<file path="src/logic/audio_pkg.sv">
// Shared widths and depths; sample words carry left in the upper half, right in the lower half.
`default_nettype none

package audio_pkg;

	localparam int AUDIO_ADDR_W       = 32;
	localparam int AUDIO_COUNT_W      = 24;
	localparam int AUDIO_WORD_W       = 32;
	localparam int AUDIO_SAMPLE_W     = 16;
	localparam int AUDIO_CMDQ_DEPTH   = 4;
	localparam int AUDIO_FIFO_DEPTH   = 4;
	localparam int AUDIO_NUM_CHANNELS = 2;
	localparam int AUDIO_WORD_BYTES   = 4;

	// Pointer widths derived from the depths.
	localparam int AUDIO_CMDQ_PTR_W = $clog2(AUDIO_CMDQ_DEPTH);
	localparam int AUDIO_FIFO_PTR_W = $clog2(AUDIO_FIFO_DEPTH);

	// One bus word, seen either raw or as a stereo pair.
	typedef union packed {
		logic [AUDIO_WORD_W-1:0] word;
		struct packed {
			logic [AUDIO_SAMPLE_W-1:0] left;
			logic [AUDIO_SAMPLE_W-1:0] right;
		} stereo;
	} audio_sample_u;

endpackage

`default_nettype wire

</file>
<file path="src/logic/audio_cmdq.sv">
// Zero-count commands are ignored and appends to a full queue are dropped silently.
`timescale 1ns/1ps
`default_nettype none

module audio_cmdq (
	input  wire                              i_clock,
	input  wire                              i_rst_n,
	input  wire                              i_setup_request,
	input  wire                              i_setup_replace,
	input  wire [audio_pkg::AUDIO_ADDR_W-1:0]  i_setup_address,
	input  wire [audio_pkg::AUDIO_COUNT_W-1:0] i_setup_count,
	input  wire                              i_next_ready,
	output logic                             o_next_have,
	output logic [audio_pkg::AUDIO_ADDR_W-1:0]  o_next_address,
	output logic [audio_pkg::AUDIO_COUNT_W-1:0] o_next_count,
	output logic                             o_pending
);
	import audio_pkg::*;

	logic [AUDIO_ADDR_W-1:0]  addr_mem [AUDIO_CMDQ_DEPTH];
	logic [AUDIO_COUNT_W-1:0] count_mem [AUDIO_CMDQ_DEPTH];
	logic [AUDIO_CMDQ_PTR_W-1:0] head;
	logic [AUDIO_CMDQ_PTR_W-1:0] tail;
	logic [AUDIO_CMDQ_PTR_W:0]   used;
	logic push;
	logic do_append;
	logic do_replace;
	logic pop;

	assign push       = i_setup_request && (i_setup_count != '0);
	assign do_replace = push && i_setup_replace;
	assign do_append  = push && !i_setup_replace && (used != AUDIO_CMDQ_DEPTH);
	assign o_pending  = (used != '0);
	assign pop        = i_next_ready && o_pending;

	// Head command is offered whenever the channel is idle.
	assign o_next_have    = pop;
	assign o_next_address = addr_mem[head];
	assign o_next_count   = count_mem[head];

	always_ff @(posedge i_clock or negedge i_rst_n) begin
		if (!i_rst_n) begin
			head <= '0;
			tail <= '0;
			used <= '0;
		end else if (do_replace) begin
			// Pending commands are discarded, new one lands in slot 0.
			head <= '0;
			tail <= AUDIO_CMDQ_PTR_W'(1);
			used <= (AUDIO_CMDQ_PTR_W + 1)'(1);
		end else begin
			if (do_append)
				tail <= tail + 1'b1;
			if (pop)
				head <= head + 1'b1;
			if (do_append && !pop)
				used <= used + 1'b1;
			else if (pop && !do_append)
				used <= used - 1'b1;
		end
	end

	always_ff @(posedge i_clock) begin
		if (do_replace) begin
			addr_mem[0]  <= i_setup_address;
			count_mem[0] <= i_setup_count;
		end else if (do_append) begin
			addr_mem[tail]  <= i_setup_address;
			count_mem[tail] <= i_setup_count;
		end
	end

endmodule

`default_nettype wire

</file>
<file path="src/logic/audio_sample_fifo.sv">
// Writes into a full FIFO are not guarded; the almost-full flag must stop the writer in time.
`timescale 1ns/1ps
`default_nettype none

module audio_sample_fifo (
	input  wire                        i_clock,
	input  wire                        i_rst_n,
	input  wire                        i_write,
	input  wire audio_pkg::audio_sample_u i_wdata,
	input  wire                        i_read,
	output audio_pkg::audio_sample_u   o_rdata,
	output logic                       o_empty,
	output logic                       o_almost_full
);
	import audio_pkg::*;

	audio_sample_u mem [AUDIO_FIFO_DEPTH];
	logic [AUDIO_FIFO_PTR_W-1:0] rd_ptr;
	logic [AUDIO_FIFO_PTR_W-1:0] wr_ptr;
	logic [AUDIO_FIFO_PTR_W:0]   level;
	logic do_read;

	assign do_read       = i_read && !o_empty;
	assign o_empty       = (level == '0);
	// One free slot left covers the word already on the bus.
	assign o_almost_full = (level >= AUDIO_FIFO_DEPTH - 1);

	always_ff @(posedge i_clock or negedge i_rst_n) begin
		if (!i_rst_n) begin
			rd_ptr <= '0;
			wr_ptr <= '0;
			level  <= '0;
		end else begin
			if (i_write)
				wr_ptr <= wr_ptr + 1'b1;
			if (do_read)
				rd_ptr <= rd_ptr + 1'b1;
			if (i_write && !do_read)
				level <= level + 1'b1;
			else if (do_read && !i_write)
				level <= level - 1'b1;
		end
	end

	always_ff @(posedge i_clock) begin
		if (i_write)
			mem[wr_ptr] <= i_wdata;
		if (do_read)
			o_rdata <= mem[rd_ptr];
	end

endmodule

`default_nettype wire

</file>
<file path="src/logic/audio_channel.sv">
// Sample clock must already be synchronous to i_clock; 16-bit stereo words only, no bus errors.
`timescale 1ns/1ps
`default_nettype none

module audio_channel (
	input  wire                              i_clock,
	input  wire                              i_rst_n,
	input  wire                              i_setup_request,
	input  wire                              i_setup_replace,
	input  wire [audio_pkg::AUDIO_ADDR_W-1:0]  i_setup_address,
	input  wire [audio_pkg::AUDIO_COUNT_W-1:0] i_setup_count,
	output logic                             o_dma_request,
	output logic [audio_pkg::AUDIO_ADDR_W-1:0] o_dma_address,
	input  wire                              i_dma_ready,
	input  wire [audio_pkg::AUDIO_WORD_W-1:0]  i_dma_rdata,
	input  wire                              i_sample_clock,
	output logic                             o_busy,
	output audio_pkg::audio_sample_u         o_sample
);
	import audio_pkg::*;

	logic [AUDIO_ADDR_W-1:0]  address;
	logic [AUDIO_COUNT_W-1:0] count;
	logic                     cmd_have;
	logic [AUDIO_ADDR_W-1:0]  cmd_address;
	logic [AUDIO_COUNT_W-1:0] cmd_count;
	logic                     cmd_pending;
	logic                     word_done;
	logic                     fifo_read;
	logic                     fifo_empty;
	logic                     fifo_almost_full;
	audio_sample_u            fifo_rdata;
	logic                     last_sample_clock;
	logic                     tick;
	logic                     read_q;

	audio_cmdq u_cmdq (
		.i_clock         (i_clock),
		.i_rst_n         (i_rst_n),
		.i_setup_request (i_setup_request),
		.i_setup_replace (i_setup_replace),
		.i_setup_address (i_setup_address),
		.i_setup_count   (i_setup_count),
		.i_next_ready    (count == '0),
		.o_next_have     (cmd_have),
		.o_next_address  (cmd_address),
		.o_next_count    (cmd_count),
		.o_pending       (cmd_pending)
	);

	audio_sample_fifo u_sample_fifo (
		.i_clock       (i_clock),
		.i_rst_n       (i_rst_n),
		.i_write       (word_done),
		.i_wdata       (i_dma_rdata),
		.i_read        (fifo_read),
		.o_rdata       (fifo_rdata),
		.o_empty       (fifo_empty),
		.o_almost_full (fifo_almost_full)
	);

	assign word_done     = o_dma_request && i_dma_ready;
	assign o_dma_address = address;
	assign o_busy        = cmd_pending || (count != '0);

	// Fetch engine. Request drops for a cycle after every completed word.
	always_ff @(posedge i_clock or negedge i_rst_n) begin
		if (!i_rst_n) begin
			count         <= '0;
			o_dma_request <= 1'b0;
		end else begin
			o_dma_request <= !word_done && !fifo_almost_full && (count != '0);
			if (cmd_have)
				count <= cmd_count;
			else if (word_done)
				count <= count - 1'b1;
		end
	end

	always_ff @(posedge i_clock) begin
		if (cmd_have)
			address <= cmd_address;
		else if (word_done)
			address <= address + AUDIO_ADDR_W'(AUDIO_WORD_BYTES);
	end

	// Playout. tick is the registered toggle detection.
	assign fifo_read = tick && !fifo_empty;

	always_ff @(posedge i_clock or negedge i_rst_n) begin
		if (!i_rst_n) begin
			last_sample_clock <= 1'b0;
			tick              <= 1'b0;
			read_q            <= 1'b0;
			o_sample          <= '0;
		end else begin
			last_sample_clock <= i_sample_clock;
			tick              <= (i_sample_clock != last_sample_clock);
			read_q            <= fifo_read;
			if (read_q) begin
				o_sample.stereo.left  <= fifo_rdata.stereo.left;
				o_sample.stereo.right <= fifo_rdata.stereo.right;
			end else if (tick && fifo_empty) begin
				// Underrun plays silence.
				o_sample <= '0;
			end
		end
	end

endmodule

`default_nettype wire

</file>
<file path="src/logic/audio_bus_arbiter.sv">
// Exactly two requesters; a grant is held until its request drops, costing one idle cycle.
`timescale 1ns/1ps
`default_nettype none

module audio_bus_arbiter (
	input  wire                              i_clock,
	input  wire                              i_rst_n,
	input  wire                              i_request_0,
	input  wire                              i_request_1,
	input  wire [audio_pkg::AUDIO_ADDR_W-1:0]  i_address_0,
	input  wire [audio_pkg::AUDIO_ADDR_W-1:0]  i_address_1,
	output logic                             o_ready_0,
	output logic                             o_ready_1,
	output logic [audio_pkg::AUDIO_WORD_W-1:0] o_rdata_0,
	output logic [audio_pkg::AUDIO_WORD_W-1:0] o_rdata_1,
	output logic                             o_dma_request,
	output logic [audio_pkg::AUDIO_ADDR_W-1:0] o_dma_address,
	input  wire                              i_dma_ready,
	input  wire [audio_pkg::AUDIO_WORD_W-1:0]  i_dma_rdata
);
	import audio_pkg::*;

	logic grant_valid;
	logic grant_id;
	logic last_winner;
	logic granted_request;
	logic next_pick;

	assign granted_request = grant_id ? i_request_1 : i_request_0;
	// On a tie, the channel that lost last time wins.
	assign next_pick = (i_request_0 && i_request_1) ? !last_winner : i_request_1;

	assign o_dma_request = grant_valid && granted_request;
	assign o_dma_address = grant_id ? i_address_1 : i_address_0;
	assign o_ready_0     = grant_valid && !grant_id && i_dma_ready;
	assign o_ready_1     = grant_valid && grant_id && i_dma_ready;
	assign o_rdata_0     = (grant_valid && !grant_id) ? i_dma_rdata : '0;
	assign o_rdata_1     = (grant_valid && grant_id) ? i_dma_rdata : '0;

	always_ff @(posedge i_clock or negedge i_rst_n) begin
		if (!i_rst_n) begin
			grant_valid <= 1'b0;
			grant_id    <= 1'b0;
			last_winner <= 1'b1;
		end else if (!grant_valid) begin
			if (i_request_0 || i_request_1) begin
				grant_valid <= 1'b1;
				grant_id    <= next_pick;
				last_winner <= next_pick;
			end
		end else if (!granted_request) begin
			grant_valid <= 1'b0;
		end
	end

endmodule

`default_nettype wire

</file>
<file path="src/logic/audio_mixer.sv">
// Two inputs only, unity gain; each sum is clamped to the signed 16-bit range.
`timescale 1ns/1ps
`default_nettype none

module audio_mixer (
	input  wire                          i_clock,
	input  wire                          i_rst_n,
	input  wire audio_pkg::audio_sample_u i_sample_0,
	input  wire audio_pkg::audio_sample_u i_sample_1,
	output logic [audio_pkg::AUDIO_SAMPLE_W-1:0] o_sample_left,
	output logic [audio_pkg::AUDIO_SAMPLE_W-1:0] o_sample_right
);
	import audio_pkg::*;

	logic [AUDIO_SAMPLE_W:0]   sum_left;
	logic [AUDIO_SAMPLE_W:0]   sum_right;
	logic [AUDIO_SAMPLE_W-1:0] sat_left;
	logic [AUDIO_SAMPLE_W-1:0] sat_right;

	// Sign-extended to 17 bits, so the sum cannot wrap.
	assign sum_left  = {i_sample_0.stereo.left[AUDIO_SAMPLE_W-1], i_sample_0.stereo.left}
		+ {i_sample_1.stereo.left[AUDIO_SAMPLE_W-1], i_sample_1.stereo.left};
	assign sum_right = {i_sample_0.stereo.right[AUDIO_SAMPLE_W-1], i_sample_0.stereo.right}
		+ {i_sample_1.stereo.right[AUDIO_SAMPLE_W-1], i_sample_1.stereo.right};

	// Top two bits differ on overflow; bit 16 gives the direction.
	assign sat_left = (sum_left[AUDIO_SAMPLE_W] == sum_left[AUDIO_SAMPLE_W-1])
		? sum_left[AUDIO_SAMPLE_W-1:0]
		: {sum_left[AUDIO_SAMPLE_W], {(AUDIO_SAMPLE_W-1){!sum_left[AUDIO_SAMPLE_W]}}};
	assign sat_right = (sum_right[AUDIO_SAMPLE_W] == sum_right[AUDIO_SAMPLE_W-1])
		? sum_right[AUDIO_SAMPLE_W-1:0]
		: {sum_right[AUDIO_SAMPLE_W], {(AUDIO_SAMPLE_W-1){!sum_right[AUDIO_SAMPLE_W]}}};

	always_ff @(posedge i_clock or negedge i_rst_n) begin
		if (!i_rst_n) begin
			o_sample_left  <= '0;
			o_sample_right <= '0;
		end else begin
			o_sample_left  <= sat_left;
			o_sample_right <= sat_right;
		end
	end

endmodule

`default_nettype wire

</file>
<file path="src/logic/audio_subsystem.sv">
// Two channels share one bus port; output lags a sample-clock toggle by 3 cycles, 2 on underrun.
`timescale 1ns/1ps
`default_nettype none

module audio_subsystem (
	input  wire                              i_clock,
	input  wire                              i_rst_n,
	input  wire                              i_setup_request_0,
	input  wire                              i_setup_replace_0,
	input  wire [audio_pkg::AUDIO_ADDR_W-1:0]  i_setup_address_0,
	input  wire [audio_pkg::AUDIO_COUNT_W-1:0] i_setup_count_0,
	input  wire                              i_setup_request_1,
	input  wire                              i_setup_replace_1,
	input  wire [audio_pkg::AUDIO_ADDR_W-1:0]  i_setup_address_1,
	input  wire [audio_pkg::AUDIO_COUNT_W-1:0] i_setup_count_1,
	output logic                             o_dma_request,
	output logic [audio_pkg::AUDIO_ADDR_W-1:0] o_dma_address,
	input  wire                              i_dma_ready,
	input  wire [audio_pkg::AUDIO_WORD_W-1:0]  i_dma_rdata,
	input  wire                              i_sample_clock,
	output logic                             o_busy_0,
	output logic                             o_busy_1,
	output logic [audio_pkg::AUDIO_SAMPLE_W-1:0] o_sample_left,
	output logic [audio_pkg::AUDIO_SAMPLE_W-1:0] o_sample_right
);
	import audio_pkg::*;

	logic                    request_0;
	logic                    request_1;
	logic [AUDIO_ADDR_W-1:0] address_0;
	logic [AUDIO_ADDR_W-1:0] address_1;
	logic                    ready_0;
	logic                    ready_1;
	logic [AUDIO_WORD_W-1:0] rdata_0;
	logic [AUDIO_WORD_W-1:0] rdata_1;
	audio_sample_u           sample_0;
	audio_sample_u           sample_1;

	audio_channel u_channel_0 (
		.i_clock         (i_clock),
		.i_rst_n         (i_rst_n),
		.i_setup_request (i_setup_request_0),
		.i_setup_replace (i_setup_replace_0),
		.i_setup_address (i_setup_address_0),
		.i_setup_count   (i_setup_count_0),
		.o_dma_request   (request_0),
		.o_dma_address   (address_0),
		.i_dma_ready     (ready_0),
		.i_dma_rdata     (rdata_0),
		.i_sample_clock  (i_sample_clock),
		.o_busy          (o_busy_0),
		.o_sample        (sample_0)
	);

	audio_channel u_channel_1 (
		.i_clock         (i_clock),
		.i_rst_n         (i_rst_n),
		.i_setup_request (i_setup_request_1),
		.i_setup_replace (i_setup_replace_1),
		.i_setup_address (i_setup_address_1),
		.i_setup_count   (i_setup_count_1),
		.o_dma_request   (request_1),
		.o_dma_address   (address_1),
		.i_dma_ready     (ready_1),
		.i_dma_rdata     (rdata_1),
		.i_sample_clock  (i_sample_clock),
		.o_busy          (o_busy_1),
		.o_sample        (sample_1)
	);

	audio_bus_arbiter u_bus_arbiter (
		.i_clock       (i_clock),
		.i_rst_n       (i_rst_n),
		.i_request_0   (request_0),
		.i_request_1   (request_1),
		.i_address_0   (address_0),
		.i_address_1   (address_1),
		.o_ready_0     (ready_0),
		.o_ready_1     (ready_1),
		.o_rdata_0     (rdata_0),
		.o_rdata_1     (rdata_1),
		.o_dma_request (o_dma_request),
		.o_dma_address (o_dma_address),
		.i_dma_ready   (i_dma_ready),
		.i_dma_rdata   (i_dma_rdata)
	);

	audio_mixer u_mixer (
		.i_clock        (i_clock),
		.i_rst_n        (i_rst_n),
		.i_sample_0     (sample_0),
		.i_sample_1     (sample_1),
		.o_sample_left  (o_sample_left),
		.o_sample_right (o_sample_right)
	);

endmodule

`default_nettype wire

</file>
<file path="config.mk">
export PLATFORM = sky130hd
export DESIGN_NAME = audio_subsystem
export DESIGN_NICKNAME = d
export VERILOG_FILES = /design/src/logic/audio_pkg.sv /design/src/logic/audio_cmdq.sv /design/src/logic/audio_sample_fifo.sv /design/src/logic/audio_channel.sv /design/src/logic/audio_bus_arbiter.sv /design/src/logic/audio_mixer.sv /design/src/logic/audio_subsystem.sv
export SDC_FILE = /design/constraint.sdc
export NUM_CORES = 1
export LEC_CHECK = 0
export ABC_AREA = 1
export BUFFER_PORTS_ARGS = -buffer_cell sky130_fd_sc_hd__buf_2
export CAP_MARGIN = 20
export CORE_MARGIN = 4
export CORE_UTILIZATION = 45
export CTS_CLUSTER_DIAMETER = 80
export DETAILED_ROUTE_END_ITERATION = 16
export PLACE_DENSITY = 0.67
export SETUP_SLACK_MARGIN = 0.3
export SYNTH_ARGS = -nofsm -noshare
export SYNTH_HDL_FRONTEND = slang
export SYNTH_SLANG_ARGS = --single-unit
</file>
<file path="constraint.sdc">
create_clock -name i_clock -period 6 [get_ports i_clock]
set_input_delay 0.9 -clock i_clock [delete_from_list [all_inputs] [get_ports i_clock]]
set_output_delay 0.9 -clock i_clock [all_outputs]
set_load 0.1 [all_outputs]
</file>
After elaboration in Yosys (flattened, before gate mapping)
Memory sizes are Yosys's and may differ from the RTL's. A register that Yosys moved wholly into a read port is not among the register bits.
Index checks and enable logic that the tools add are counted.
{"block": "totals", "reg_bits": 245, "ram_bits": 704, "out_inout_bits": 67, "wordCells": 215, "memories": 6}
{"block": "classes", "n_addsub": 22, "magnitude_cmp": 2, "eq_ne": 5, "n_mux": 66, "n_bitwise": 1, "reduce_logical": 84}
{"name": "u_channel_0.u_cmdq.addr_mem", "words": 4, "width": 32, "read_ports": 1, "rd_ports_with_merged_regs": 0, "wr": 1, "line": "audio_cmdq.sv:20", "text": "logic [AUDIO_ADDR_W-1:0] addr_mem [AUDIO_CMDQ_DEPTH];"}
{"name": "u_channel_0.u_sample_fifo.mem", "words": 4, "width": 32, "read_ports": 1, "rd_ports_with_merged_regs": 1, "wr": 1, "line": "audio_sample_fifo.sv:17", "text": "audio_sample_u mem [AUDIO_FIFO_DEPTH];"}
{"name": "u_channel_1.u_cmdq.addr_mem", "words": 4, "width": 32, "read_ports": 1, "rd_ports_with_merged_regs": 0, "wr": 1, "line": "audio_cmdq.sv:20"}
{"name": "u_channel_1.u_sample_fifo.mem", "words": 4, "width": 32, "read_ports": 1, "rd_ports_with_merged_regs": 1, "wr": 1, "line": "audio_sample_fifo.sv:17"}
{"name": "u_channel_0.u_cmdq.count_mem", "words": 4, "width": 24, "read_ports": 1, "rd_ports_with_merged_regs": 0, "wr": 1, "line": "audio_cmdq.sv:21", "text": "logic [AUDIO_COUNT_W-1:0] count_mem [AUDIO_CMDQ_DEPTH];"}
{"name": "u_channel_1.u_cmdq.count_mem", "words": 4, "width": 24, "read_ports": 1, "rd_ports_with_merged_regs": 0, "wr": 1, "line": "audio_cmdq.sv:21"}
{"operator": "two-way mux 32 bit", "count": 13}
{"operator": "two-way mux 24 bit", "count": 6}
{"operator": "nonzero test 24 bit", "count": 4}
{"operator": "adder 32 x 3 -> 32 bit, second input constant", "count": 2}
{"operator": "OR reduction 32 bit", "count": 2}
{"operator": "logical NOT 24 bit", "count": 2}
{"operator": "OR reduction 24 bit", "count": 2}
{"operator": "subtractor 24 x 1 -> 24 bit, second input constant", "count": 2}
{"operator": "logical AND 1 bit", "count": 36}
{"operator": "adder 16 x 16 -> 17 bit", "count": 2}
{"operator": "two-way mux 16 bit", "count": 2}
{"operator": "two-way mux 3 bit", "count": 10}
{"operator": "two-way mux 2 bit", "count": 12}
{"operator": "two-way mux 1 bit", "count": 23}
{"operator": "nonzero test 2 bit", "count": 10}
{"operator": "logical NOT 1 bit", "count": 18}
{"operator": "adder 2 x 1 -> 2 bit, second input constant", "count": 8}
{"operator": "adder 3 x 1 -> 3 bit, second input constant", "count": 4}
{"operator": "nonzero test 3 bit", "count": 4}
{"operator": "subtractor 3 x 1 -> 3 bit, second input constant", "count": 4}
{"operator": ">= comparator 3 x 2 -> 1 bit, second input constant", "count": 2}
{"operator": "logical NOT 3 bit", "count": 2}
{"operator": "inequality test 3 bit, second input constant", "count": 2}
{"operator": "logical OR 1 bit", "count": 3}
{"operator": "4 further kinds", "count": 5}

Depth between registers and ports, before layout
Gate-level depths: netlist (run 1).
{"block": "logic_depth", "word_depth": 9, "mapped_depth": 16, "mapped_depth_nobuf": 16}

Hierarchy
Synthesis (run 1) repeated with hierarchy kept, for this count alone.
{"block": "unflattened", "hier_cells": 4304, "hier_area_um2": 45404.8}
{"module": "audio_sample_fifo", "n_inst": 2, "cells_each": 463, "area_per_inst_um2": 6522.5}
{"module": "audio_channel", "n_inst": 2, "cells_each": 739, "area_per_inst_um2": 5346.4}
{"module": "audio_cmdq (u_channel_1.u_cmdq)", "n_inst": 1, "cells_each": 627, "area_per_inst_um2": 8846.0}
{"module": "audio_cmdq (u_channel_0.u_cmdq)", "n_inst": 1, "cells_each": 627, "area_per_inst_um2": 8837.2}
{"module": "audio_mixer", "n_inst": 1, "cells_each": 420, "area_per_inst_um2": 2967.8}
{"module": "audio_bus_arbiter", "n_inst": 1, "cells_each": 226, "area_per_inst_um2": 1016.0}

Worst setup path after synthesis (run 1)
No wires, ideal clock.
{"block": "synth_path", "kind": "input to register", "from": "in i_setup_count_1[15] in the netlist's numbering", "to": "mem u_channel_1.u_cmdq.addr_mem[0][0] (enable)", "t_arrival_ps": 5388, "t_required_ps": 5461, "setup_slack_ps": 73, "cell_stages": 9, "n_path_buf": 0, "path_cell_list": "nor2_1 nand2_1 nor2_1 nand3_1 nand2_1 nor2_1 nand2_1 nor2_1 nor3_1"}
{"block": "synth_between", "elab_chain_cells": 9, "elab_cells_between_ends": 13, "classes_between": "mux (7); reduce/logical (6)"}
{"element": "from (decl)", "line": "audio_subsystem.sv:15", "text": "input wire [audio_pkg::AUDIO_COUNT_W-1:0] i_setup_count_1,"}
{"element": "nonzero test 24 bit (*)", "line": "audio_cmdq.sv:30", "text": "assign push = i_setup_request && (i_setup_count != '0);"}
{"element": "logical AND 1 bit (*)", "line": "audio_cmdq.sv:30"}
{"element": "logical AND 1 bit (2 in series)", "line": "audio_cmdq.sv:32", "text": "assign do_append = push && !i_setup_replace && (used != AUDIO_CMDQ_DEPTH);"}
{"element": "two-way mux 1 bit", "line": "audio_cmdq.sv:67", "text": "end else if (do_append) begin"}
{"element": "two-way mux 1 bit", "line": "audio_cmdq.sv:64", "text": "if (do_replace) begin"}
{"element": "two-way mux 1 bit (not written as such)", "line": "audio_cmdq.sv:68", "text": "addr_mem[tail] <= i_setup_address;"}
{"element": "OR reduction 32 bit (no line)"}
{"element": "two-way mux 2 bit (no line) / two-way mux 1 bit (equally long branches)"}
{"element": "to (decl)", "line": "audio_cmdq.sv:20"}
Every way passes the cells marked *; elsewhere a longest branch is shown, timed or not.

Worst setup path after layout (run 1)
{"block": "layout_path", "from": "reg u_bus_arbiter.grant_id", "to": "out o_dma_address[23] in the netlist's numbering"}
{"block": "layout_between", "elab_chain_cells": 1}
{"element": "from (decl)", "line": "audio_bus_arbiter.sv:24", "text": "logic grant_id;"}
{"element": "from (signal assigned)", "line": "audio_bus_arbiter.sv:48", "text": "grant_id <= next_pick;"}
{"element": "two-way mux 32 bit", "line": "audio_bus_arbiter.sv:34", "text": "assign o_dma_address = grant_id ? i_address_1 : i_address_0;"}
{"element": "to (decl)", "line": "audio_subsystem.sv:17", "text": "output logic [audio_pkg::AUDIO_ADDR_W-1:0] o_dma_address,"}
Every way passes these cells.

==> metrics.md, run 1 <==
| Metric | Value |
|---|---|
| Vias per cell | 5.365 |
| Core box area | 95150 µm² |
| Psw | 8610 µW |
| TritonCTS clock tree | done |
| Design area | 49130 µm² |
| Hold_buf cts | 0 |
| Register Area | 29520 µm² |
| Row count | 113 |
| CP Capture Point | o_dma_address[23] |
| Sequential area share after synthesis | 68.18% |
| DRT iter0 DRCs | 2484 |
| FF-to-FF End | u_channel_1.u_sample_fifo.mem[1][5] |
| Crit. End Element | output pin |
| Sw frac | 37.30% |
| First-pass GRT wire length | 160000 µm |
| Gate power share | 30.5% |
| Die Footprint | 101200 µm² |
| Worst vdd ir | 0.0004050 V |
| Post-synth EDFFs | 832 |
| Post-DP Area | 45650 µm² |
| Fin crit share | 59.15% |
| Post-Route WL | 103000 µm |
| Synth cell count leaders | edfxtp_1 (832), nand2_1 (641), nor2_1 (563), o21ai_0 (444), inv_1 (267) |
| Starting density of the core | 45.50% |
| Initial antenna violation count | 10 |
| Cells after Synth | 3818 |
| Startpoint Class | flip-flop |
| Fin. max-slew vios | 0 |
| Multi-input logic area | 12100 µm² |
| Chip Width | 318.2 µm |
| Reg-to-Reg Start | u_bus_arbiter.grant_id |
| Post-route DRC | 0 |
| Clk pwr share | 27.6% |
| Grt ovf | 0 |
| R2R setup slack | 2.47 ns |
| Buffer count from post-CTS setup fixing | 0 |
| Unique cell type count in the Yosys netlist | 63 |
| H-tree levels | 3 |
| DP Wirelength | 66650 µm |
| R2R depth | 5 |
| Antenna-violating nets left | 0 |
| Hold Vio Cnt, Final | 0 |
| Layout cell share with drive strength beyond 1 | 12.87% |
| Worst path cell trace | inv_1 -> o21ai_0 -> buf_2 |
| Area growth, synth to finish | 13.50% |
| Count of final setup violators | 0 |
| Pleak | 0.01883 µW |
| Most frequent cell after synthesis | edfxtp_1 |
| I/O pin total | 219 |
| Fmax | 281.8 MHz |
| Main synth FF type | edfxtp_1 |
| Synthesized Nets | 4024 |
| Synthesized area per cell | 11.34 µm² |
| Yosys reg bits | 1013 |
| Synth top area cells | edfxtp_1 (58%), dfrtp_1 (10%), nand2_1 (5.6%), o21ai_0 (5.1%), nor2_1 (4.9%) |
| Synth Cell Area | 43290 µm² |
| Largest stage delay, worst path | 0.93 ns |
| IO Port Bufs | 218 |
| Async SR Flop Fraction | 17.87% |
| Initial DRT Pass Iterations | 6 |
| RSZ-0062 raised after global routing | false |
| Worst setup path startpoint | u_bus_arbiter.grant_id |
| Crit path DAT | 2.65 ns |
| Status | finished clean |
| Vias in the first global route | 27587 |
| Yosys warning total | 0 |
| Via Count | 28809 |
| # fillers | 8216 |
| Nets | 4218 |
| Post-CTS sizing | 0 |
| Slew margin rel. | 25.82% |
| Top cell type's share of synthesized area | 57.71% |
| Non-filler instance count after layout | 5370 |
| Largest net degree at the start of global routing | 104 |
| Min-Delay Path Class | input port to asynchronous set/reset pin |
| Post-layout minimum cycle time | 3.549 ns |
| Final Core Density | 51.64% |
| Placed instance count | 5170 |
| Register share of total power | 41.9% |
| Vert. Die Dim | 318.2 µm |
| Yosys top cell by area | edfxtp_1 |
| Final TNS setup | 0 ns |
| Clock tree buffer depth | 3 |
| GP Congestion | 0.8980 |
| Critical Path Fanout Max | 61 |
| Worst Max-Slew Pin Slew | 1.111 ns |
| Total Power | 23080 µW |
| Power Density | 469.7 nW/µm² |
| Maxcap violations | 0 |
| WS Path Type | flip-flop to output pin |
| Root Buffer | clkbuf_16 |
| Clock slew seen by the registers of the worst setup and hold paths | 0.06 ns |
| Crit path required time | 5.10 ns |
| Clock Skew | 0.02599 ns |
| Worst skew pair latency | 0.69 ns |
| Clk sink count | 1013 |
| Num CTS Buffers | 103 |
| CP max-delay cell | dfrtp_2 |
| Pint | 14470 µW |
| WL/cell | 19.18 µm |
| Global Route Usage Sum | 19.89% |
logic make-up (layout without fill, tap and decap cells):
group                      count (synthesis)  in the layout  synth area share (%)
other                                      0              3                     0
and+or+nand+nor                         1429           1429                 13.81
AOI/OAI and AO/OA                        779            779                 10.17
DFF                                     1013           1013                 68.18
buffers and inverters                    445            729                 4.194
xor gates and xnor gates                  98             98                 1.983
adders and majority gates                 54             54                 1.665
registers in the layout (all words and copies together) (netlist names), 3 cells and up:
| name | count |
|---|---|
| u_channel_0.u_cmdq.used | 3 |
| u_channel_1.count | 24 |
| u_channel_1.u_sample_fifo.o_rdata | 32 |
| u_channel_0.o_dma_address | 32 |
| u_channel_1.u_sample_fifo.mem | 128 |
| u_channel_1.u_cmdq.used | 3 |
| u_mixer.o_sample_left | 16 |
| u_channel_0.u_sample_fifo.o_rdata | 32 |
| u_channel_1.u_sample_fifo.level | 3 |
| u_mixer.o_sample_right | 16 |
| u_channel_0.o_sample | 32 |
| u_channel_0.u_cmdq.addr_mem | 128 |
| u_channel_0.u_sample_fifo.mem | 128 |
| u_channel_0.u_sample_fifo.level | 3 |
| u_channel_1.u_cmdq.count_mem | 96 |
| u_channel_0.count | 24 |
| u_channel_1.u_cmdq.addr_mem | 128 |
| u_channel_1.o_dma_address | 32 |
| u_channel_1.o_sample | 32 |
| u_channel_0.u_cmdq.count_mem | 96 |
cells in the final DEF, fill, tap and decap left out, drive strengths merged, types with 7 or more instances in the layout:
master	instances
o211ai	8
xor2	72
nor2	590
clkinv	48
a21oi	85
o21ai	473
ha	48
xnor2	26
clkbuf	121
nor3	44
buf	256
clkinvlp	13
nand4	27
bufinv	8
o22ai	134
nand2	652
dfrtp	180
a32o	34
nor4	10
inv	283
nand3	94
o221ai	7
edfxtp	832
a31oi	17
worst max-delay path: cells and delay by family, from the launching register on:
kind	cells	cell delay (ns)
AO/OA/AOI/OAI	1	0.23
flip-flops	1	0.93
buffers and inverters	2	0.76
metrics by stage:
stage	hold WS [ns]	setup slack, ns
CTS	0.2962	2.372
finish	0.3298	2.451
detailed placement	0.4401	2.198
global route	0.3310	2.181
floorplan	0.4204	1.601
global placement	0.4358	2.209
power groups by stage:
stage	sequential, µW	combinational [µW]	clock (µW)
2_1_floorplan	10400	4570	0
4_1_cts	9700	7020	6490
5_1_grt	9790	7810	6810
3_3_place_gp	9820	6900	0
6_report	9680	7030	6370
3_5_place_dp	9840	6980	0
area by class of cell:
| class | count | share of cell area, % |
|---|---|---|
| sequential | 1013 | 60.09 |
| timing repair buffer | 257 | 2.941 |
| inverter | 277 | 2.136 |
| multi-input combinational | 2360 | 24.63 |
| antenna | 3 | 0.01528 |
| clock buffer | 120 | 5.477 |
| clock inverter | 75 | 1.492 |
| tap | 1265 | 3.221 |
layer usage:
metal	track usage (%)	up-vias	share of wire (%)
met2	31.05	962	46
met1	29.12	13938	46
met4	5.722	6	2.3
met3	3.070	160	6.6
li1	-	13743	-
met5	0	-	0.039
worst min-delay path by stage:
stage,to,cells after the start
after floorplan,u_channel_1.tick,1
after global placement,u_channel_0.o_sample[23],2
after detailed placement,u_channel_0.o_sample[0],2
after CTS,u_channel_1.last_sample_clock,1
after global routing,u_channel_1.last_sample_clock,1
final,u_mixer.o_sample_right[10],1
No activity file was read; power rests on OpenSTA's default activity.
==> run 2, diff against run 1 <==
--- a/config.mk
+++ b/config.mk
@@ -12,7 +12,7 @@
 export CORE_UTILIZATION = 45
 export CTS_CLUSTER_DIAMETER = 80
 export DETAILED_ROUTE_END_ITERATION = 16
-export PLACE_DENSITY = 0.67
+export PLACE_DENSITY = 0.69
 export SETUP_SLACK_MARGIN = 0.3
 export SYNTH_ARGS = -nofsm -noshare
 export SYNTH_HDL_FRONTEND = slang
==> constraint.sdc (replaced) <==
create_clock -name i_clock -period 3.05 [get_ports i_clock]
set_input_delay 0.4575 -clock i_clock [delete_from_list [all_inputs] [get_ports i_clock]]
set_output_delay 0.4575 -clock i_clock [all_outputs]
set_load 0.1 [all_outputs]
==> metrics.md, run 2 (synthesized netlist as in run 1, its figures left out) <==
| Metric | Value |
|---|---|
| Row count | 113 (unchanged) |
| I/O pin total | 219 (unchanged) |
| Fin crit share | 89.19% |
| Status | finished clean |
| Layout cell share with drive strength beyond 1 | 13.03% (+0.15 points) |
| Clk pwr share | 26.8% (-0.8 points) |
| Slew margin rel. | 40.41% (+15 points) |
| H-tree levels | 3 (unchanged) |
| Place WS | 0.4698 ns (-1.728 ns) |
| Largest net degree at the start of global routing | 115 (+11%) |
| Pint | 28410 µW (+96%) |
| Worst setup margin | 0.3296 ns (-2.122 ns) |
| # fillers | 7965 (-3.1%) |
| Root Buffer | clkbuf_16 |
| Clk sink count | 1013 (unchanged) |
| Starting density of the core | 45.50% (unchanged) |
| Num CTS Buffers | 101 (-1.9%) |
| Vert. Die Dim | 318.2 µm (unchanged) |
| Multi-input logic area | 12170 µm² (+0.59%) |
| Fmax | 367.6 MHz |
| GP Congestion | 0.8982 (about the same) |
| Worst Max-Slew Pin Slew | 0.8938 ns (-0.2177 ns) |
| Clock slew seen by the registers of the worst setup and hold paths | 0.06 ns (about the same) |
| Fin. max-slew vios | 0 (unchanged) |
| Clock Skew | 0.04370 ns (+0.01771 ns) |
| Reg-to-Reg Start | u_channel_0.count[10] |
| Post-route DRC | 0 (unchanged) |
| Worst setup path startpoint | u_channel_0.count[10] |
| R2R setup slack | 0.51 ns (-1.96 ns) |
| Power Density | 895.2 nW/µm² (+91%) |
| DP Wirelength | 68200 µm (+2.3%) |
| Sw frac | 37.28% (about the same) |
| Register share of total power | 42.0% (about the same) |
| Most frequent cells in the layout | edfxtp_1 (832), nand2_1 (640), nor2_1 (540) |
| Area growth, synth to finish | 16.89% |
| Psw | 16890 µW (+96%) |
| Hold_sp | i_setup_address_0[14] |
| Post-layout minimum cycle time | 2.720 ns |
| Vias in the first global route | 28291 (+2.6%) |
| Post-Route WL | 105200 µm (+2.1%) |
| Gate power share | 31.2% (+0.7 points) |
| Initial DRT Pass Iterations | 6 (unchanged) |
| Worst vdd ir | 0.0007705 V (+90%) |
| Worst skew pair latency | 0.69 ns (about the same) |
| Min-Delay Path Class | input port to flip-flop |
| Leading cell type in the layout, fill and taps excluded | edfxtp_1 |
| Crit path DAT | 2.26 ns (-0.39 ns) |
| Hold Vio Cnt, Final | 0 (unchanged) |
| Design area | 50600 µm² (+3.0%) |
| Chip Width | 318.2 µm (unchanged) |
| Core box area | 95150 µm² (unchanged) |
| Grt ovf | 0 (unchanged) |
| Placed instance count | 5199 (+0.56%) |
| TritonCTS clock tree | done |
| Maxcap violations | 0 (unchanged) |
| Non-filler instance count after layout | 5504 (+2.5%) |
| Global Route Usage Sum | 20.20% (+0.31 points) |
| Crit path required time | 2.59 ns (-2.51 ns) |
| RSZ-0062 raised after global routing | true |
| Crit. End Element | output pin |
| DRT iter0 DRCs | 3202 (+29%) |
| Die Footprint | 101200 µm² (unchanged) |
| Final Core Density | 53.18% (+1.5 points) |
| Register Area | 29520 µm² (about the same) |
| Clock tree buffer depth | 3 (unchanged) |
| Vias per cell | 5.318 (-0.87%) |
| Startpoint Class | flip-flop |
| Critical Path Fanout Max | 5 (-92%) |
| Antenna-violating nets left | 0 (unchanged) |
| First-pass GRT wire length | 162800 µm (+1.7%) |
| IO Port Bufs | 218 (unchanged) |
| Pleak | 0.01947 µW (+3.4%) |
| Initial antenna violation count | 11 (+1) |
| WL/cell | 19.11 µm (-0.38%) |
| Via Count | 29271 (+1.6%) |
| Post-DP Area | 46130 µm² (+1.1%) |
| WS Path Type | flip-flop to output pin |
| Nets | 4349 (+3.1%) |
| Count of final setup violators | 0 (unchanged) |
==> run 2: layer usage <==
metal / global-route usage (%) / share of wire (%) / vias to the layer above
met3: 3.108 / 5.9 / 161
met2: 31.85 / 47 / 907
met1: 28.82 / 45 / 14202
met4: 6.887 / 2.8 / 4
li1: - / - / 13997
met5: 0 / 0.030 / -
==> run 2: layout make-up <==
cell class,count,share of cell area (%)
Sequential cell,1013,58.34
Multi-Input combinational cell,2360,24.05
Timing Repair Buffer,390,5.887
Clock buffer,124,5.247
Tap cell,1265,3.128
Inverter,277,2.075
Clock inverter,66,1.221
Antenna cell,9,0.04451
==> run 2: power groups by stage <==
stage | combinational, µW | sequential [µW] | clock [µW]
2_1_floorplan | 9060 | 20400 | 0
3_3_place_gp | 13600 | 19200 | 0
3_5_place_dp | 13900 | 19300 | 0
4_1_cts | 14100 | 19000 | 12300
5_1_grt | 15600 | 19300 | 13000
6_report | 14100 | 19000 | 12200
==> run 2: final timing paths <==
path	endpoint	depth (start not counted)
worst max-delay path	o_busy_0	5
worst min-delay path	u_channel_0.u_cmdq.addr_mem[1][14]	1
worst max register to register	u_channel_0.o_dma_address[23]	8
worst min register to register	u_channel_0.o_sample[3]	2
max in group asynchronous	u_channel_1.u_cmdq.head[0]	3
min in group asynchronous	u_channel_1.o_sample[10]	2
==> run 2: critical path, cell delays in order (launching register included) <==
cell and delay (ns):
dfrtp_1 0.44, nor2_4 0.17, nand3_1 0.15, nor4_4 0.32, nand3b_1 0.24, buf_12 0.24
==> run 2: what timing repair did <==
action / 4_1_cts / 5_1_grt
resized for setup: 10 / 22
endpoints found under the hold margin: 469 / 0
hold buffers: 104 / 0
setup buffers: 0 / 1
endpoints found under the setup margin: 25 / 22
cloned: 0 / 0
pin swaps: 0 / 2
==> run 2: through the flow <==
step	hold slack, ns	power, µW	setup TNS, ns
floorplan	0.1619	29470	-4.358
global route	0.02016	47800	0
CTS	0.001411	45440	0
global placement	0.4263	32880	0
finish	0.04015	45300	0
detailed placement	0.4356	33150	0
